`config.mk`:
```
export PLATFORM = sky130hd
export DESIGN_NAME = bbc_mem_sys
export DESIGN_NICKNAME = d
export VERILOG_FILES = /design/src/bbc_mem_pkg.sv /design/src/cpu_bus_if.sv /design/src/loader_if.sv /design/src/reset_ctrl.sv /design/src/sdram_port_mux.sv /design/src/cpu_read_mux.sv /design/src/bbc_mem_sys.sv
export SDC_FILE = /design/constraint.sdc
export NUM_CORES = 1
export LEC_CHECK = 0
export ABC_CLOCK_PERIOD_IN_PS = 2360
export BUFFER_PORTS_ARGS = -buffer_cell sky130_fd_sc_hd__buf_4
export CAP_MARGIN = 20
export CORE_AREA = 2 2 96 98
export CTS_CLUSTER_DIAMETER = 50
export DETAILED_ROUTE_END_ITERATION = 16
export DIE_AREA = 0 0 98 100
export GPL_TIMING_DRIVEN = 0
export PLACE_DENSITY_LB_ADDON = 0.12
export SYNTH_ARGS = -nofsm -noshare
export SYNTH_HDL_FRONTEND = slang
export SYNTH_SLANG_ARGS = --single-unit
```
`constraint.sdc`:
```
create_clock -name clk_32m -period 2.36 [get_ports clk_32m]
set_input_delay 0.59 -clock clk_32m [delete_from_list [all_inputs] [get_ports clk_32m]]
set_output_delay 0.59 -clock clk_32m [all_outputs]
set_load 0.1 [all_outputs]
```
`src/bbc_mem_pkg.sv`:
```
package bbc_mem_pkg;

	// sdram word address width
	localparam int sdram_aw = 25;

	// counter widths for the reset glue
	localparam int hold_cnt_w = 12;
	localparam int boot_cnt_w = 25;

	// reset held this long after the rom mapping option flips
	localparam logic [hold_cnt_w-1:0] remap_hold_cycles = 12'd4095;
	// one second of shift at 32 MHz
	localparam logic [boot_cnt_w-1:0] autoboot_cycles = 25'd32_000_000;

	// rom bank numbers for the high and low mappings
	localparam logic [3:0] romsel_basic_high = 4'he;
	localparam logic [3:0] romsel_basic_low  = 4'h0;
	localparam logic [3:0] romsel_mmfs_high  = 4'hc;
	localparam logic [3:0] romsel_mmfs_low   = 4'h2;
	localparam logic [3:0] romsel_swram_a    = 4'ha; // extra sideways ram bank

	// banks 4..7 are sideways ram
	localparam logic [1:0] sideways_bank_prefix = 2'b01;

	// upper bits of a paged sdram address above the 64k of main ram
	localparam logic [6:0] paged_adr_prefix = 7'b0000001;

	typedef enum logic [1:0] {
		region_ram    = 2'd0, // 0000-7fff
		region_mos    = 2'd1, // c000-ffff
		region_swram  = 2'd2, // banks 4..7 at 8000-bfff
		region_paged  = 2'd3  // other banks at 8000-bfff
	} mem_region_e;

	typedef enum logic [1:0] {
		st_hold = 2'd0, // core held in reset
		st_boot = 2'd1, // running with shift pressed
		st_run  = 2'd2
	} reset_state_e;

endpackage

```
`src/cpu_bus_if.sv`:
```
`timescale 1ns/1ps

// cpu side of the memory bus plus decoded region and read byte
interface cpu_bus_if;
	logic [15:0] adr;
	logic [3:0]  romsel;
	logic        we;
	logic [7:0]  wdata;
	bbc_mem_pkg::mem_region_e region;
	logic [7:0]  rdata;

	// address mapper decodes the region
	modport mapper (
		input  adr, romsel, we, wdata,
		output region
	);

	// read side picks the data byte
	modport reader (
		input  adr, romsel, region,
		output rdata
	);
endinterface

```
`src/loader_if.sv`:
```
`timescale 1ns/1ps

// file loader write port that takes over the sdram port while active
interface loader_if;
	logic                             active;
	logic                             we;   // level sampled by the sdram controller
	logic [bbc_mem_pkg::sdram_aw-1:0] addr;
	logic [7:0]                       data;

	modport mux (
		input active, we, addr, data
	);
endinterface

```
`src/reset_ctrl.sv`:
```
`timescale 1ns/1ps

module reset_ctrl (
	input  logic clk_32m,
	input  logic reset,
	input  logic sdram_ready,
	input  logic menu_reset,
	input  logic core_button,
	input  logic loader_active,
	input  logic rom_map_low,
	input  logic auto_boot,
	input  logic mem_sync,
	output logic core_reset,
	output logic autoboot_shift
);

	logic                               last_rom_map;
	logic [bbc_mem_pkg::hold_cnt_w-1:0] hold_cnt;
	logic                               remap_hold;
	logic                               reset_req;
	logic [bbc_mem_pkg::boot_cnt_w-1:0] boot_cnt;
	bbc_mem_pkg::reset_state_e          state;

	// hold the core in reset for a while after the rom mapping flips
	always_ff @(posedge clk_32m) begin
		if (reset) begin
			last_rom_map <= rom_map_low; // no spurious hold out of reset
			hold_cnt     <= '0;
		end else begin
			last_rom_map <= rom_map_low;
			if (last_rom_map != rom_map_low)
				hold_cnt <= bbc_mem_pkg::remap_hold_cycles;
			else if (hold_cnt != '0)
				hold_cnt <= hold_cnt - 1'b1;
		end
	end

	assign remap_hold = (hold_cnt != '0);

	// any of these keeps the core in reset
	assign reset_req = !sdram_ready || menu_reset || core_button ||
		loader_active || remap_hold;

	// only change the core reset in step with the memory cycle
	always_ff @(posedge clk_32m) begin
		if (reset)
			core_reset <= 1'b1;
		else if (mem_sync)
			core_reset <= reset_req;
	end

	// auto-boot window holds shift for a fixed time after release
	always_ff @(posedge clk_32m) begin
		if (reset) begin
			state    <= bbc_mem_pkg::st_hold;
			boot_cnt <= '0;
		end else if (core_reset) begin
			state    <= bbc_mem_pkg::st_hold; // restart on every reset
			boot_cnt <= '0;
		end else begin
			case (state)
				bbc_mem_pkg::st_hold: begin
					state    <= bbc_mem_pkg::st_boot;
					boot_cnt <= '0;
				end
				bbc_mem_pkg::st_boot: begin
					if (boot_cnt == bbc_mem_pkg::autoboot_cycles - 1'b1)
						state <= bbc_mem_pkg::st_run;
					else
						boot_cnt <= boot_cnt + 1'b1;
				end
				default: state <= bbc_mem_pkg::st_run;
			endcase
		end
	end

	assign autoboot_shift = auto_boot && (state == bbc_mem_pkg::st_boot);

endmodule

```
`src/sdram_port_mux.sv`:
```
`timescale 1ns/1ps

module sdram_port_mux (
	cpu_bus_if.mapper                        cpu,
	loader_if.mux                            ldr,
	output logic [bbc_mem_pkg::sdram_aw-1:0] sdram_adr,
	output logic                             sdram_we,
	output logic [7:0]                       sdram_wdata
);

	logic cpu_wr_ok;

	// region decode from the top address bits and the rom select
	always_comb begin
		if (!cpu.adr[15])
			cpu.region = bbc_mem_pkg::region_ram;
		else if (cpu.adr[14])
			cpu.region = bbc_mem_pkg::region_mos;
		else if (cpu.romsel[3:2] == bbc_mem_pkg::sideways_bank_prefix)
			cpu.region = bbc_mem_pkg::region_swram;
		else
			cpu.region = bbc_mem_pkg::region_paged;
	end

	// rom regions are read only
	assign cpu_wr_ok = (cpu.region == bbc_mem_pkg::region_ram) ||
		(cpu.region == bbc_mem_pkg::region_swram);

	always_comb begin
		if (ldr.active) begin
			sdram_adr   = ldr.addr; // loader owns the port
			sdram_we    = ldr.we;
			sdram_wdata = ldr.data;
		end else begin
			if (cpu.region == bbc_mem_pkg::region_ram)
				sdram_adr = {{(bbc_mem_pkg::sdram_aw-16){1'b0}}, cpu.adr};
			else
				sdram_adr = {bbc_mem_pkg::paged_adr_prefix, cpu.romsel, cpu.adr[13:0]};
			sdram_we    = cpu.we && cpu_wr_ok;
			sdram_wdata = cpu.wdata;
		end
	end

endmodule

```
`src/cpu_read_mux.sv`:
```
`timescale 1ns/1ps

module cpu_read_mux (
	cpu_bus_if.reader  cpu,
	input  logic       rom_map_low,
	input  logic [7:0] ram_rdata,
	input  logic [7:0] os_rdata,
	input  logic [7:0] basic_rdata,
	input  logic [7:0] mmfs_rdata
);

	logic [3:0] basic_bank;
	logic [3:0] mmfs_bank;

	// bank numbers move with the mapping option
	assign basic_bank = rom_map_low ? bbc_mem_pkg::romsel_basic_low
		: bbc_mem_pkg::romsel_basic_high;
	assign mmfs_bank  = rom_map_low ? bbc_mem_pkg::romsel_mmfs_low
		: bbc_mem_pkg::romsel_mmfs_high;

	always_comb begin
		case (cpu.region)
			bbc_mem_pkg::region_paged: begin
				if (cpu.romsel == basic_bank)
					cpu.rdata = basic_rdata;
				else if (cpu.romsel == mmfs_bank)
					cpu.rdata = mmfs_rdata;
				else if (cpu.romsel == bbc_mem_pkg::romsel_swram_a)
					cpu.rdata = ram_rdata; // extra sideways ram
				else
					cpu.rdata = 8'hff;     // empty socket
			end
			bbc_mem_pkg::region_mos: cpu.rdata = os_rdata;
			default:                 cpu.rdata = ram_rdata; // main and sideways ram
		endcase
	end

endmodule

```
`src/bbc_mem_sys.sv`:
```
`timescale 1ns/1ps

module bbc_mem_sys (
	input  logic        clk_32m,
	input  logic        reset,
	input  logic        sdram_ready,
	input  logic        menu_reset,
	input  logic        core_button,
	input  logic        rom_map_low,
	input  logic        auto_boot,
	input  logic        mem_sync,
	input  logic [15:0] mem_adr,
	input  logic [3:0]  mem_romsel,
	input  logic        mem_we,
	input  logic [7:0]  mem_wdata,
	input  logic        loader_active,
	input  logic        loader_we,
	input  logic [24:0] loader_addr,
	input  logic [7:0]  loader_data,
	input  logic [7:0]  ram_rdata,
	input  logic [7:0]  os_rdata,
	input  logic [7:0]  basic_rdata,
	input  logic [7:0]  mmfs_rdata,
	output logic [7:0]  mem_rdata,
	output logic [24:0] sdram_adr,
	output logic        sdram_we,
	output logic [7:0]  sdram_wdata,
	output logic        core_reset,
	output logic        autoboot_shift
);

	cpu_bus_if cpu_bus ();
	loader_if  loader ();

	assign cpu_bus.adr    = mem_adr;
	assign cpu_bus.romsel = mem_romsel;
	assign cpu_bus.we     = mem_we;
	assign cpu_bus.wdata  = mem_wdata;
	assign mem_rdata      = cpu_bus.rdata;

	assign loader.active  = loader_active;
	assign loader.we      = loader_we;
	assign loader.addr    = loader_addr;
	assign loader.data    = loader_data;

	reset_ctrl u_reset_ctrl (
		.clk_32m        (clk_32m),
		.reset          (reset),
		.sdram_ready    (sdram_ready),
		.menu_reset     (menu_reset),
		.core_button    (core_button),
		.loader_active  (loader_active),
		.rom_map_low    (rom_map_low),
		.auto_boot      (auto_boot),
		.mem_sync       (mem_sync),
		.core_reset     (core_reset),
		.autoboot_shift (autoboot_shift)
	);

	sdram_port_mux u_sdram_port_mux (
		.cpu         (cpu_bus.mapper),
		.ldr         (loader.mux),
		.sdram_adr   (sdram_adr),
		.sdram_we    (sdram_we),
		.sdram_wdata (sdram_wdata)
	);

	cpu_read_mux u_cpu_read_mux (
		.cpu         (cpu_bus.reader),
		.rom_map_low (rom_map_low),
		.ram_rdata   (ram_rdata),
		.os_rdata    (os_rdata),
		.basic_rdata (basic_rdata),
		.mmfs_rdata  (mmfs_rdata)
	);

endmodule

```
==> summary.md, run 1 <==
| Metric | Value |
|---|---|
| Largest net degree at the start of global routing | `13` |
| Layout cells sized above 1 | `46.3%` |
| Die ar. | `9800 sq um` |
| Mean Syn Cell Area | `between 8 and 9 sq um` |
| Met1 Use GR | `between 20% and 30%` |
| Worst slew margin | `between 50% and 60%` |
| Worst-path maximum fanout | `5` |
| Hold_buf cts | `0` |
| Worst Path Arrival | `2.15 ns` |
| CTS tree | `yes` |
| Critical Path RT | `between 1.5 and 2 ns` |
| Global-route usage over all layers | `between 10% and 20%` |
| Yosys reg bits | `41` |
| Die height | `100 microns` |
| P_leak | `1.83 nW` |
| Initial antenna violation count | `0` |
| Pwr dens | `between 400 and 500 nW/um^2` |
| Non-Filler Instances | `603` |
| Row count | `35` |
| Clk_lat worst skew | `between 0.2 and 0.3 ns` |
| RSZ-0062 raised after global routing | `yes` |
| Slew Limit Fails | `0` |
| Crit path kind | `input pin to output pin` |
| Syn Nets | `about 440` |
| Share of synthesized registers carrying an async set or reset | `0%` |
| Final Cell Area | `4460 sq um` |
| Final WL | `around 9.3 mm` |
| Detailed Routing Iterations Pass 1 | `4` |
| Placed Instances | `593` |
| Clock transition at path regs | `0.08 ns` |
| Count of different cell masters after synthesis | `62` |
| Most frequent cells in the layout | `139 x buf_4, 41 x dfxtp_1, 26 x nand2_1` |
| Core Util, Final | `between 50% and 60%` |
| DP HPWL | `between 7 and 8 mm` |
| Final Net Count | `around 600` |
| Status | `finished, violations left` |
| Met2 Usage GRT | `35.1%` |
| Violated checks | `negative setup slack` |
| Max-cap violations | `0` |
| Initial drt markers | `~120` |
| IO Port Bufs | `between 100 and 150` |
| Vias per inst | `5.37` |
| Sequential fraction of the synthesis area | `28.8%` |
| Crit. End Element | `output pin` |
| DRC Markers | `0` |
| Worst Setup Start Kind | `input pin` |
| Min-delay worst type | `input pin to flip-flop` |
| CTS HTree Levels | `2` |
| Die width | `slightly below 100 microns` |
| Max IR drop VDD | `0.000283 V` |
| Antenna Violating Nets Remaining | `0` |
| Root buf cell | `clkbuf_8` |
| CTS Buf Count | `5` |
| Most common cell after layout, fill and taps aside | `buf_4` |
| Routability cong. | `0.825` |
| Final setup viols | `8` |
| Final period utilization | `116%` |
| First-pass GRT wire length | `between 15 and 20 mm` |
| Worst-margin pin slew | `~0.62 ns` |
| Post-Syn Area | `roughly 2800 sq um` |
| Vias in the first global route | `between 3,000 and 4,000` |
| F_max | `about 360 MHz` |
| Clock Skew | `about 0.009 ns` |
| Top FF cell, synth | `dfxtp_1` |
| Core area | `approximately 9000 sq um` |
| Post-synth EDFFs | `0` |
| Met3 usage | `approximately 4.9%` |
| Layout area overhead | `56.9%` |
| GRT Residual Overflow | `0` |
| Yosys warning count | `0` |
| ANT cells | `0` |
| Vias | `3,236` |
| Final worst-path setup slack | `-0.381 ns` |
| Ports | `148` |
| Clock buffer depth | `2` |
| Synth Instances | `about 340` |
| Wire per inst | `~15 microns` |
| Clk sinks | `between 40 and 50` |
| Cell Area, Placed | `4190 sq um` |
| Final min period | `about 2.7 ns` |
| Number of hold violations in the final report | `0` |
| Initial Util | `between 30% and 40%` |
| Most used routing layer | `met2` |
-- report_power, final --
group / total [mW] / switching, mW / internal [mW]
sequential: 0.737 / 0.0219 / 0.715
combinational: 0.941 / 0.601 / 0.340
clock: 0.451 / 0.246 / 0.205
-- final timing paths --
| path | endpoint | from | slack [ns] | cells past startpoint |
|---|---|---|---|---|
| setup / recovery | mem_rdata[5] | mem_romsel[1] | -0.38 | 6 |
| hold / removal | u_reset_ctrl.last_rom_map$_DFF_P_ | rom_map_low | 0.45 | 1 |
| setup reg to reg | u_reset_ctrl.boot_cnt[24]$_SDFFE_PP0P_ | u_reset_ctrl.boot_cnt[0]$_SDFFE_PP0P_ | 0.14 | 6 |
| hold reg to reg | u_reset_ctrl.boot_cnt[24]$_SDFFE_PP0P_ | u_reset_ctrl.boot_cnt[24]$_SDFFE_PP0P_ | 0.49 | 2 |
-- registers in the layout (all words and copies together) (netlist names) --
| register | count |
|---|---|
| u_reset_ctrl.state | 2 |
| u_reset_ctrl.core_reset | 1 |
| u_reset_ctrl.hold_cnt | 12 |
| u_reset_ctrl.last_rom_map | 1 |
| u_reset_ctrl.boot_cnt | 25 |
-- cell families (layout without fill, tap and decap cells) --
group,after synthesis,in the layout,synth area share [%]
XOR/XNOR,15,15,4.62
AO/OA/AOI/OAI,79,79,20.1
AND/OR/NAND/NOR,146,146,30.8
multiplexers,28,28,10.9
adder cells (fa/ha/maj),3,3,1.32
flip-flops,41,41,28.8
buffers and inverters,24,180,3.47
-- critical path, stage by stage --
cell and delay, ns:
buf_8 0.10, or4b_4 0.53, a21o_4 0.22, and2_4 0.16, a221o_4 0.37, buf_12 0.17
-- through the flow --
stage	hold WS [ns]	total power [mW]	setup TNS, ns	worst slack [ns]
3_5_place_dp	0.474	1.64	-5.29	-0.531
3_3_place_gp	0.472	1.63	-5.14	-0.521
5_1_grt	0.432	2.22	-2.71	-0.415
4_1_cts	0.434	2.15	-2.85	-0.437
6_report	0.446	2.13	-2.45	-0.381
2_1_floorplan	0.447	1.38	-2.80	-0.424
-- per-layer routing --
layer	wire length (microns)	share of wire, %
met1	3820	41
met2	4850	52
met3	619	6.6
met4	51	0.55
met5	0	0
-- synth_stat cells, types with 4 or more instances --
cell type | instances | area [sq um]
nand2b_1 | 4 | 25.0
nand4_1 | 8 | 50.1
dfxtp_1 | 41 | 821
o22a_1 | 5 | 43.8
nor4_1 | 9 | 56.3
nand3_1 | 11 | 55.1
a221o_1 | 5 | 50.1
nor3_1 | 6 | 30.0
nor4b_1 | 4 | 35.0
o21ai_0 | 10 | 50.1
mux2i_1 | 5 | 50.1
a21oi_1 | 19 | 95.1
nand2_1 | 26 | 97.6
and2_1 | 10 | 62.6
clkbuf_1 | 8 | 30.0
nor2_1 | 28 | 105
a22oi_1 | 4 | 30.0
nor4bb_1 | 4 | 40.0
or4_1 | 8 | 60.1
mux2_2 | 23 | 259
buf_1 | 4 | 15.0
inv_1 | 7 | 26.3
o211ai_1 | 5 | 37.5
buf_2 | 4 | 20.0
xnor2_1 | 13 | 114
a22o_1 | 5 | 43.8
-- area by class of cell --
cell class	instances	area [sq um]
fill	874	4430
timing repair buffer	149	1230
clock inverter	2	10.0
inverter	7	26.3
tap	111	139
clock buffer	6	72.6
sequential	41	821
multi-input combinational	271	2090
buffer	16	73.8
-- timing repair --
| action | CTS | global route |
|---|---|---|
| buffers inserted | 3 | 2 |
| setup endpoints to repair | 18 | 32 |
| pin swaps | 7 | 4 |
| gates resized for setup | 40 | 5 |
Note: power is estimated with default switching activity, not from simulation.
==> run 2: changes to the inputs <==
--- a/config.mk
+++ b/config.mk
@@ -6,12 +6,12 @@
 export NUM_CORES = 1
 export LEC_CHECK = 0
 export ABC_CLOCK_PERIOD_IN_PS = 2360
-export BUFFER_PORTS_ARGS = -buffer_cell sky130_fd_sc_hd__buf_4
 export CAP_MARGIN = 20
 export CORE_AREA = 2 2 96 98
 export CTS_CLUSTER_DIAMETER = 50
 export DETAILED_ROUTE_END_ITERATION = 16
 export DIE_AREA = 0 0 98 100
+export DONT_BUFFER_PORTS = 1
 export GPL_TIMING_DRIVEN = 0
 export PLACE_DENSITY_LB_ADDON = 0.12
 export SYNTH_ARGS = -nofsm -noshare
==> run 2 against run 1 <==
Effect of this change: the flow still finishes with violations (negative setup slack); critical path depth is 2 lower; clock skew is 0.00084 ns higher; cell count is 24% lower; combinational power is 26% lower; sequential power hardly changed; setup slack better by 0.12 ns; total power is 11% lower; first-iteration DRC count is 41% lower; largest cell class unchanged.
==> summary.md, run 2 (synthesis gave the netlist of run 1 again) <==
| Metric | Value |
|---|---|
| Cell Area, Placed | `3100 sq um (was 4190 sq um)` |
| Clock transition at path regs | `0.09 ns (was 0.08 ns)` |
| IO Port Bufs | `0 (was 146)` |
| Layout cells sized above 1 | `27.2% (was 46.3%)` |
| Clk_lat worst skew | `0.30 ns (was 0.29 ns)` |
| First-pass GRT wire length | `13.2 mm (was 15.2 mm)` |
| Worst R2R End | `u_reset_ctrl.boot_cnt[3]$_SDFFE_PP0P_ (was u_reset_ctrl.boot_cnt[24]$_SDFFE_PP0P_)` |
| Reg2Reg Depth | `7 (was 6)` |
| Largest net degree at the start of global routing | `14 (was 13)` |
| Slew Limit Fails | `0 (unchanged)` |
| Vias | `2,677 (was 3,236)` |
| RSZ-0062 raised after global routing | `yes (unchanged)` |
| Max IR drop VDD | `0.000381 V (was 0.000283 V)` |
| Crit path to | `mem_rdata[2] (was mem_rdata[5])` |
| Worst Setup Start Kind | `input pin (unchanged)` |
| Critical Path Source | `mem_romsel[1] (unchanged)` |
| Largest register FFs | `25 (unchanged)` |
| Detailed Routing Iterations Pass 1 | `4 (unchanged)` |
| Worst slew margin | `53.2% (was 58.3%)` |
| Worst-margin pin slew | `0.700 ns (was 0.622 ns)` |
| Antenna Violating Nets Remaining | `0 (unchanged)` |
| Worst Path Arrival | `2.03 ns (was 2.15 ns)` |
| Final worst-path setup slack | `-0.260 ns (was -0.381 ns)` |
| CTS HTree Levels | `2 (unchanged)` |
| DP HPWL | `6.35 mm (was 7.46 mm)` |
| Worst-path maximum fanout | `6 (was 5)` |
| Die width | `98 microns (unchanged)` |
| Most common cell after layout, fill and taps aside | `dfxtp_1 (was buf_4)` |
| Die height | `100 microns (unchanged)` |
| Routability cong. | `0.811 (was 0.825)` |
| Clock buffer depth | `2 (unchanged)` |
| Top reg by flops | `u_reset_ctrl.boot_cnt (unchanged)` |
| DRC Markers | `0 (unchanged)` |
| Global-route usage over all layers | `16.5% (was 18.6%)` |
| Final Net Count | `455 (was 598)` |
| ANT cells | `0 (unchanged)` |
| Critical R2R Launch | `u_reset_ctrl.boot_cnt[11]$_SDFFE_PP0P_ (was u_reset_ctrl.boot_cnt[0]$_SDFFE_PP0P_)` |
| Ports | `148 (unchanged)` |
| Status | `finished, violations left (unchanged)` |
| Wire per inst | `18.1 microns (was 15.5 microns)` |
| Final WL | `8.32 mm (was 9.34 mm)` |
| Final setup viols | `8 (unchanged)` |
| Critical Path RT | `1.77 ns (about the same)` |
| Initial drt markers | `68 (was 115)` |
| Final Cell Area | `3380 sq um (was 4460 sq um)` |
| Most frequent cells in the layout | `40 x dfxtp_1, 26 x nand2_1, 24 x nor2_1 (was 139 x buf_4, 41 x dfxtp_1, 26 x nand2_1)` |
| CTS tree | `yes (unchanged)` |
| Core area | `8890 sq um (unchanged)` |
| Min-delay worst type | `input pin to flip-flop (unchanged)` |
| Fillers | `915 (was 874)` |
| Clock Skew | `0.00986 ns (was 0.00902 ns)` |
| Initial antenna violation count | `0 (unchanged)` |
| Number of hold violations in the final report | `0 (unchanged)` |
| F_max | `382 MHz (was 365 MHz)` |
| Root buf cell | `clkbuf_8 (unchanged)` |
| Final period utilization | `111% (was 116%)` |
| Top flop regs | `u_reset_ctrl.boot_cnt (25), u_reset_ctrl.hold_cnt (12), u_reset_ctrl.state (2) (unchanged)` |
| Initial Util | `32.0% (unchanged)` |
| P_leak | `1.12 nW (was 1.83 nW)` |
| DP Worst Slack | `-0.479 ns (was -0.531 ns)` |
| Row count | `35 (unchanged)` |
| Clk sinks | `41 (unchanged)` |
| Max-cap violations | `0 (unchanged)` |
| Layout area overhead | `19.0% (was 56.9%)` |
| Vias in the first global route | `2,661 (was 3,198)` |
| R2r setup slk | `0.18 ns (was 0.14 ns)` |
| CTS Buf Count | `5 (unchanged)` |
| Crit path kind | `input pin to output pin (unchanged)` |
| Min-Delay Path Depth | `0 (was 1)` |
| Final min period | `2.62 ns (was 2.74 ns)` |
| Crit. End Element | `output pin (unchanged)` |
| GRT Residual Overflow | `0 (unchanged)` |
| Vias per inst | `5.82 (was 5.37)` |
| Violated checks | `negative setup slack (unchanged)` |
| Min Hold Slack | `0.312 ns (was 0.446 ns)` |
| Die ar. | `9800 sq um (unchanged)` |
| Setup_tns | `-1.77 ns (was -2.45 ns)` |
| Pwr dens | `560 nW/um^2 (was 477 nW/um^2)` |
run 2: changes by cell type in the layout (fill, tap and decap cells not counted), sizes merged:
cell | previous run | this run
buf | 157 | 14
clkbuf | 14 | 13
clkinvlp | 0 | 1
run 2: metal layers:
metal  routed length, microns  track usage, %  up-vias
met4                       36            3.42        0
li1                         -               -     1302
met2                     4290            31.0      106
met3                      501            3.34        2
met1                     3490            19.4     1267
met5                        0               0        -
run 2: final cells by class:
class / instances / area, sq um / area share [%]
Sequential cell: 41 / 822 / 24.3
Multi-Input combinational cell: 271 / 2170 / 64.3
Timing Repair Buffer: 6 / 61.3 / 1.81
Buffer: 16 / 75.1 / 2.22
Clock inverter: 3 / 17.5 / 0.518
Clock buffer: 5 / 68.8 / 2.03
Inverter: 7 / 26.3 / 0.776
Tap cell: 111 / 139 / 4.10
run 2: repair_timing:
item	4_1_cts	5_1_grt
buffers inserted	2	5
gates resized for setup	30	2
hold buffers	0	0
pin swaps	11	5
setup endpoints to repair	30	10
run 2: critical path, cell delays in order:
cell	delay, ns
or4b_4	0.52
a21o_4	0.25
and2_4	0.17
a221o_4	0.50
run 2: worst min path at each step:
stage	start	end
floorplan	u_reset_ctrl.boot_cnt[24]$_SDFFE_PP0P_	u_reset_ctrl.boot_cnt[24]$_SDFFE_PP0P_
global placement	u_reset_ctrl.boot_cnt[24]$_SDFFE_PP0P_	u_reset_ctrl.boot_cnt[24]$_SDFFE_PP0P_
detailed placement	u_reset_ctrl.boot_cnt[24]$_SDFFE_PP0P_	u_reset_ctrl.boot_cnt[24]$_SDFFE_PP0P_
CTS	rom_map_low	u_reset_ctrl.last_rom_map$_DFF_P_
global route	rom_map_low	u_reset_ctrl.last_rom_map$_DFF_P_
finish	rom_map_low	u_reset_ctrl.last_rom_map$_DFF_P_
run 2: through the flow:
stage,std cells,power [mW],utilization [%]
2_1_floorplan,336,1.38,-
3_3_place_gp,447,1.41,34.8
3_5_place_dp,447,1.42,34.9
4_1_cts,456,1.92,37.5
5_1_grt,460,1.96,38.1
6_report,460,1.89,38.1
run 2: report_power, final:
group	switching, mW	leakage, nW	internal [mW]
clock network	0.261	0.0439	0.205
registers	0.0207	0.334	0.716
logic	0.549	0.742	0.143
==> run 3: changes to the inputs <==
--- a/config.mk
+++ b/config.mk
@@ -7,10 +7,10 @@
 export LEC_CHECK = 0
 export ABC_CLOCK_PERIOD_IN_PS = 2360
 export CAP_MARGIN = 20
-export CORE_AREA = 2 2 96 98
+export CORE_AREA = 2 2 87 109
 export CTS_CLUSTER_DIAMETER = 50
 export DETAILED_ROUTE_END_ITERATION = 16
-export DIE_AREA = 0 0 98 100
+export DIE_AREA = 0 0 89 111
 export DONT_BUFFER_PORTS = 1
 export GPL_TIMING_DRIVEN = 0
 export PLACE_DENSITY_LB_ADDON = 0.12
==> run 3 against run 2 <==
Effect of this change: the run still ends with negative setup slack left; register-to-register slack worse by 0.05 ns; critical path type unchanged; combinational power is 0.6% lower; non-clock buffer count is 1 lower; sequential power hardly changed; clock skew hardly changed; die area is 0.81% higher; worst hold slack better by 0.020 ns.
==> summary.md, run 3 (synthesis gave the netlist of run 1 again) <==
| Metric | Value |
|---|---|
| Clock buffer depth | `2 (unchanged)` |
| Antenna Violating Nets Remaining | `0 (unchanged)` |
| Ports | `148 (unchanged)` |
| Die ar. | `9880 sq um (was 9800 sq um)` |
| Initial Util | `31.7% (was 32.0%)` |
| Vias in the first global route | `2,552 (was 2,661)` |
| Violated checks | `negative setup slack (unchanged)` |
| Met1 Use GR | `20.6% (was 19.4%)` |
| Detailed Routing Iterations Pass 1 | `4 (unchanged)` |
| Non-Filler Instances | `471 (was 460)` |
| Vias per inst | `5.63 (was 5.82)` |
| First-pass GRT wire length | `13.1 mm (was 13.2 mm)` |
| Critical R2R Launch | `u_reset_ctrl.boot_cnt[11]$_SDFFE_PP0P_ (unchanged)` |
| DRC Markers | `0 (unchanged)` |
| Final Cell Area | `3410 sq um (was 3380 sq um)` |
| Worst slew margin | `51.5% (was 53.2%)` |
| Core Util, Final | `38.0% (was 38.1%)` |
| Root buf cell | `clkbuf_16 (was clkbuf_8)` |
| Placed Instances | `459 (was 447)` |
| Min-delay worst type | `input pin to flip-flop (unchanged)` |
| Max-cap violations | `0 (unchanged)` |
| Crit. End Element | `output pin (unchanged)` |
| Top reg by flops | `u_reset_ctrl.boot_cnt (unchanged)` |
| Vias | `2,650 (was 2,677)` |
| Core area | `8980 sq um (was 8890 sq um)` |
| Top flop regs | `u_reset_ctrl.boot_cnt (25), u_reset_ctrl.hold_cnt (12), u_reset_ctrl.state (2) (unchanged)` |
| Most frequent cells in the layout | `40 x dfxtp_1, 27 x nor2_1, 26 x nand2_1 (was 40 x dfxtp_1, 26 x nand2_1, 24 x nor2_1)` |
| Largest register FFs | `25 (unchanged)` |
| Clk_lat worst skew | `0.28 ns (was 0.30 ns)` |
| Worst Path Arrival | `2.02 ns (was 2.03 ns)` |
| Worst R2R End | `u_reset_ctrl.boot_cnt[3]$_SDFFE_PP0P_ (unchanged)` |
| Worst-margin pin slew | `0.725 ns (was 0.700 ns)` |
| Max IR drop VDD | `0.000394 V (was 0.000381 V)` |
| Most used routing layer | `met2 (unchanged)` |
| DP HPWL | `6.60 mm (was 6.35 mm)` |
| Initial drt markers | `94 (was 68)` |
| Final Net Count | `454 (was 455)` |
| Pwr dens | `649 nW/um^2 (was 560 nW/um^2)` |
| Clock power frac | `35.7% (was 24.6%)` |
| P_leak | `1.15 nW (was 1.12 nW)` |
| Clock transition at path regs | `0.06 ns (was 0.09 ns)` |
| Cell Area, Placed | `3120 sq um (was 3100 sq um)` |
| Hold_buf cts | `0 (unchanged)` |
| Critical Path RT | `1.77 ns (about the same)` |
| Final period utilization | `111% (about the same)` |
| F_max | `383 MHz (was 382 MHz)` |
| Wire per inst | `17.8 microns (was 18.1 microns)` |
| Critical Path Source | `mem_romsel[2] (was mem_romsel[1])` |
| Internal | `1.36 mW (was 1.06 mW)` |
| Total net switching power | `859 uW (was 832 uW)` |
| Status | `finished, violations left (unchanged)` |
| DP Worst Slack | `-0.518 ns (was -0.479 ns)` |
| Crit path to | `mem_rdata[1] (was mem_rdata[2])` |
| Number of hold violations in the final report | `0 (unchanged)` |
| Fillers | `953 (was 915)` |
| Setup_tns | `-1.52 ns (was -1.77 ns)` |
| Slew Limit Fails | `0 (unchanged)` |
| Logic pwr share | `31.0% (was 36.5%)` |
| Met2 Usage GRT | `28.7% (was 31.0%)` |
| Sequential cell area | `822 sq um (unchanged)` |
| Final min period | `2.61 ns (was 2.62 ns)` |
| Final setup viols | `8 (unchanged)` |
| Final WL | `8.39 mm (was 8.32 mm)` |
| Die height | `111 microns (was 100 microns)` |
| Clock Skew | `0.00997 ns (was 0.00986 ns)` |
| Reg2Reg Depth | `7 (unchanged)` |
| CTS Buf Count | `5 (unchanged)` |
| Initial antenna violation count | `0 (unchanged)` |
| Multi-input gate area | `2120 sq um (was 2170 sq um)` |
| Worst Setup Start Kind | `input pin (unchanged)` |
| Met3 usage | `3.05% (was 3.34%)` |
| Row count | `39 (was 35)` |
| Routability cong. | `0.809 (was 0.811)` |
| Final worst-path setup slack | `-0.248 ns (was -0.260 ns)` |
| Worst-path maximum fanout | `7 (was 6)` |
| CTS HTree Levels | `2 (unchanged)` |
| Crit path kind | `input pin to output pin (unchanged)` |
| Layout area overhead | `20.0% (was 19.0%)` |
| Largest net degree at the start of global routing | `15 (was 14)` |
| GRT Residual Overflow | `0 (unchanged)` |
| R2r setup slk | `0.13 ns (was 0.18 ns)` |
| ANT cells | `0 (unchanged)` |
| Reg power frac | `33.3% (was 38.9%)` |
| Most common cell after layout, fill and taps aside | `dfxtp_1 (unchanged)` |
| RSZ-0062 raised after global routing | `yes (unchanged)` |
| IO Port Bufs | `0 (unchanged)` |
| Die width | `89 microns (was 98 microns)` |
| Layout cells sized above 1 | `24.7% (was 27.2%)` |
| Global-route usage over all layers | `16.8% (was 16.5%)` |
| Switch share | `38.8% (was 43.9%)` |
| Clk sinks | `41 (unchanged)` |
| CTS tree | `yes (unchanged)` |
==> run 3: power by group through the flow <==
stage	clock network, mW	logic, mW	registers, mW
finish	0.791	0.688	0.738
global route	0.849	0.712	0.742
CTS	0.819	0.681	0.737
detailed placement	0	0.667	0.753
global placement	0	0.663	0.753
floorplan	0	0.630	0.748
==> run 3: how the worst min path moves through the flow <==
stage | cells after the start | slack (ns) | startpoint | endpoint
5_1_grt | 0 | 0.31 | rom_map_low | u_reset_ctrl.last_rom_map$_DFF_P_
4_1_cts | 0 | 0.32 | rom_map_low | u_reset_ctrl.last_rom_map$_DFF_P_
3_3_place_gp | 2 | 0.47 | u_reset_ctrl.boot_cnt[24]$_SDFFE_PP0P_ | u_reset_ctrl.boot_cnt[24]$_SDFFE_PP0P_
2_1_floorplan | 2 | 0.45 | u_reset_ctrl.boot_cnt[24]$_SDFFE_PP0P_ | u_reset_ctrl.boot_cnt[24]$_SDFFE_PP0P_
3_5_place_dp | 2 | 0.48 | u_reset_ctrl.boot_cnt[24]$_SDFFE_PP0P_ | u_reset_ctrl.boot_cnt[24]$_SDFFE_PP0P_
6_report | 0 | 0.33 | rom_map_low | u_reset_ctrl.last_rom_map$_DFF_P_
==> run 3: metrics by stage <==
stage | total power [mW] | hold WS [ns]
after floorplan | 1.38 | 0.447
after global placement | 1.42 | 0.473
after detailed placement | 1.42 | 0.479
after CTS | 2.24 | 0.325
after global routing | 2.30 | 0.315
final | 2.22 | 0.333
==> run 3: area by class of cell <==
| cell class | count | area share, % |
|---|---|---|
| inverter | 7 | 0.770 |
| multi-input combinational | 271 | 62.2 |
| tap | 123 | 4.51 |
| buffer | 17 | 2.24 |
| clock inverter | 3 | 1.28 |
| timing repair buffer | 4 | 1.25 |
| sequential | 41 | 24.1 |
| clock buffer | 5 | 3.66 |
==> run 3: repair_timing <==
action                                  in CTS  in global routing
gates resized for setup                     14                  8
buffers inserted                             0                  4
cloned                                       0                  0
pin swaps                                    5                  4
endpoints found under the setup margin      25                 15
==> run 3: routing by layer <==
metal,wire length [microns],up-vias
li1,-,1298
met1,3460,1222
met2,4240,119
met3,523,11
met4,170,0
met5,0,-
==> run 3: worst max-delay path, cell delays in order <==
cell and delay, ns:
or4b_4 0.51, a21o_4 0.24, and2_4 0.17, a221o_4 0.50
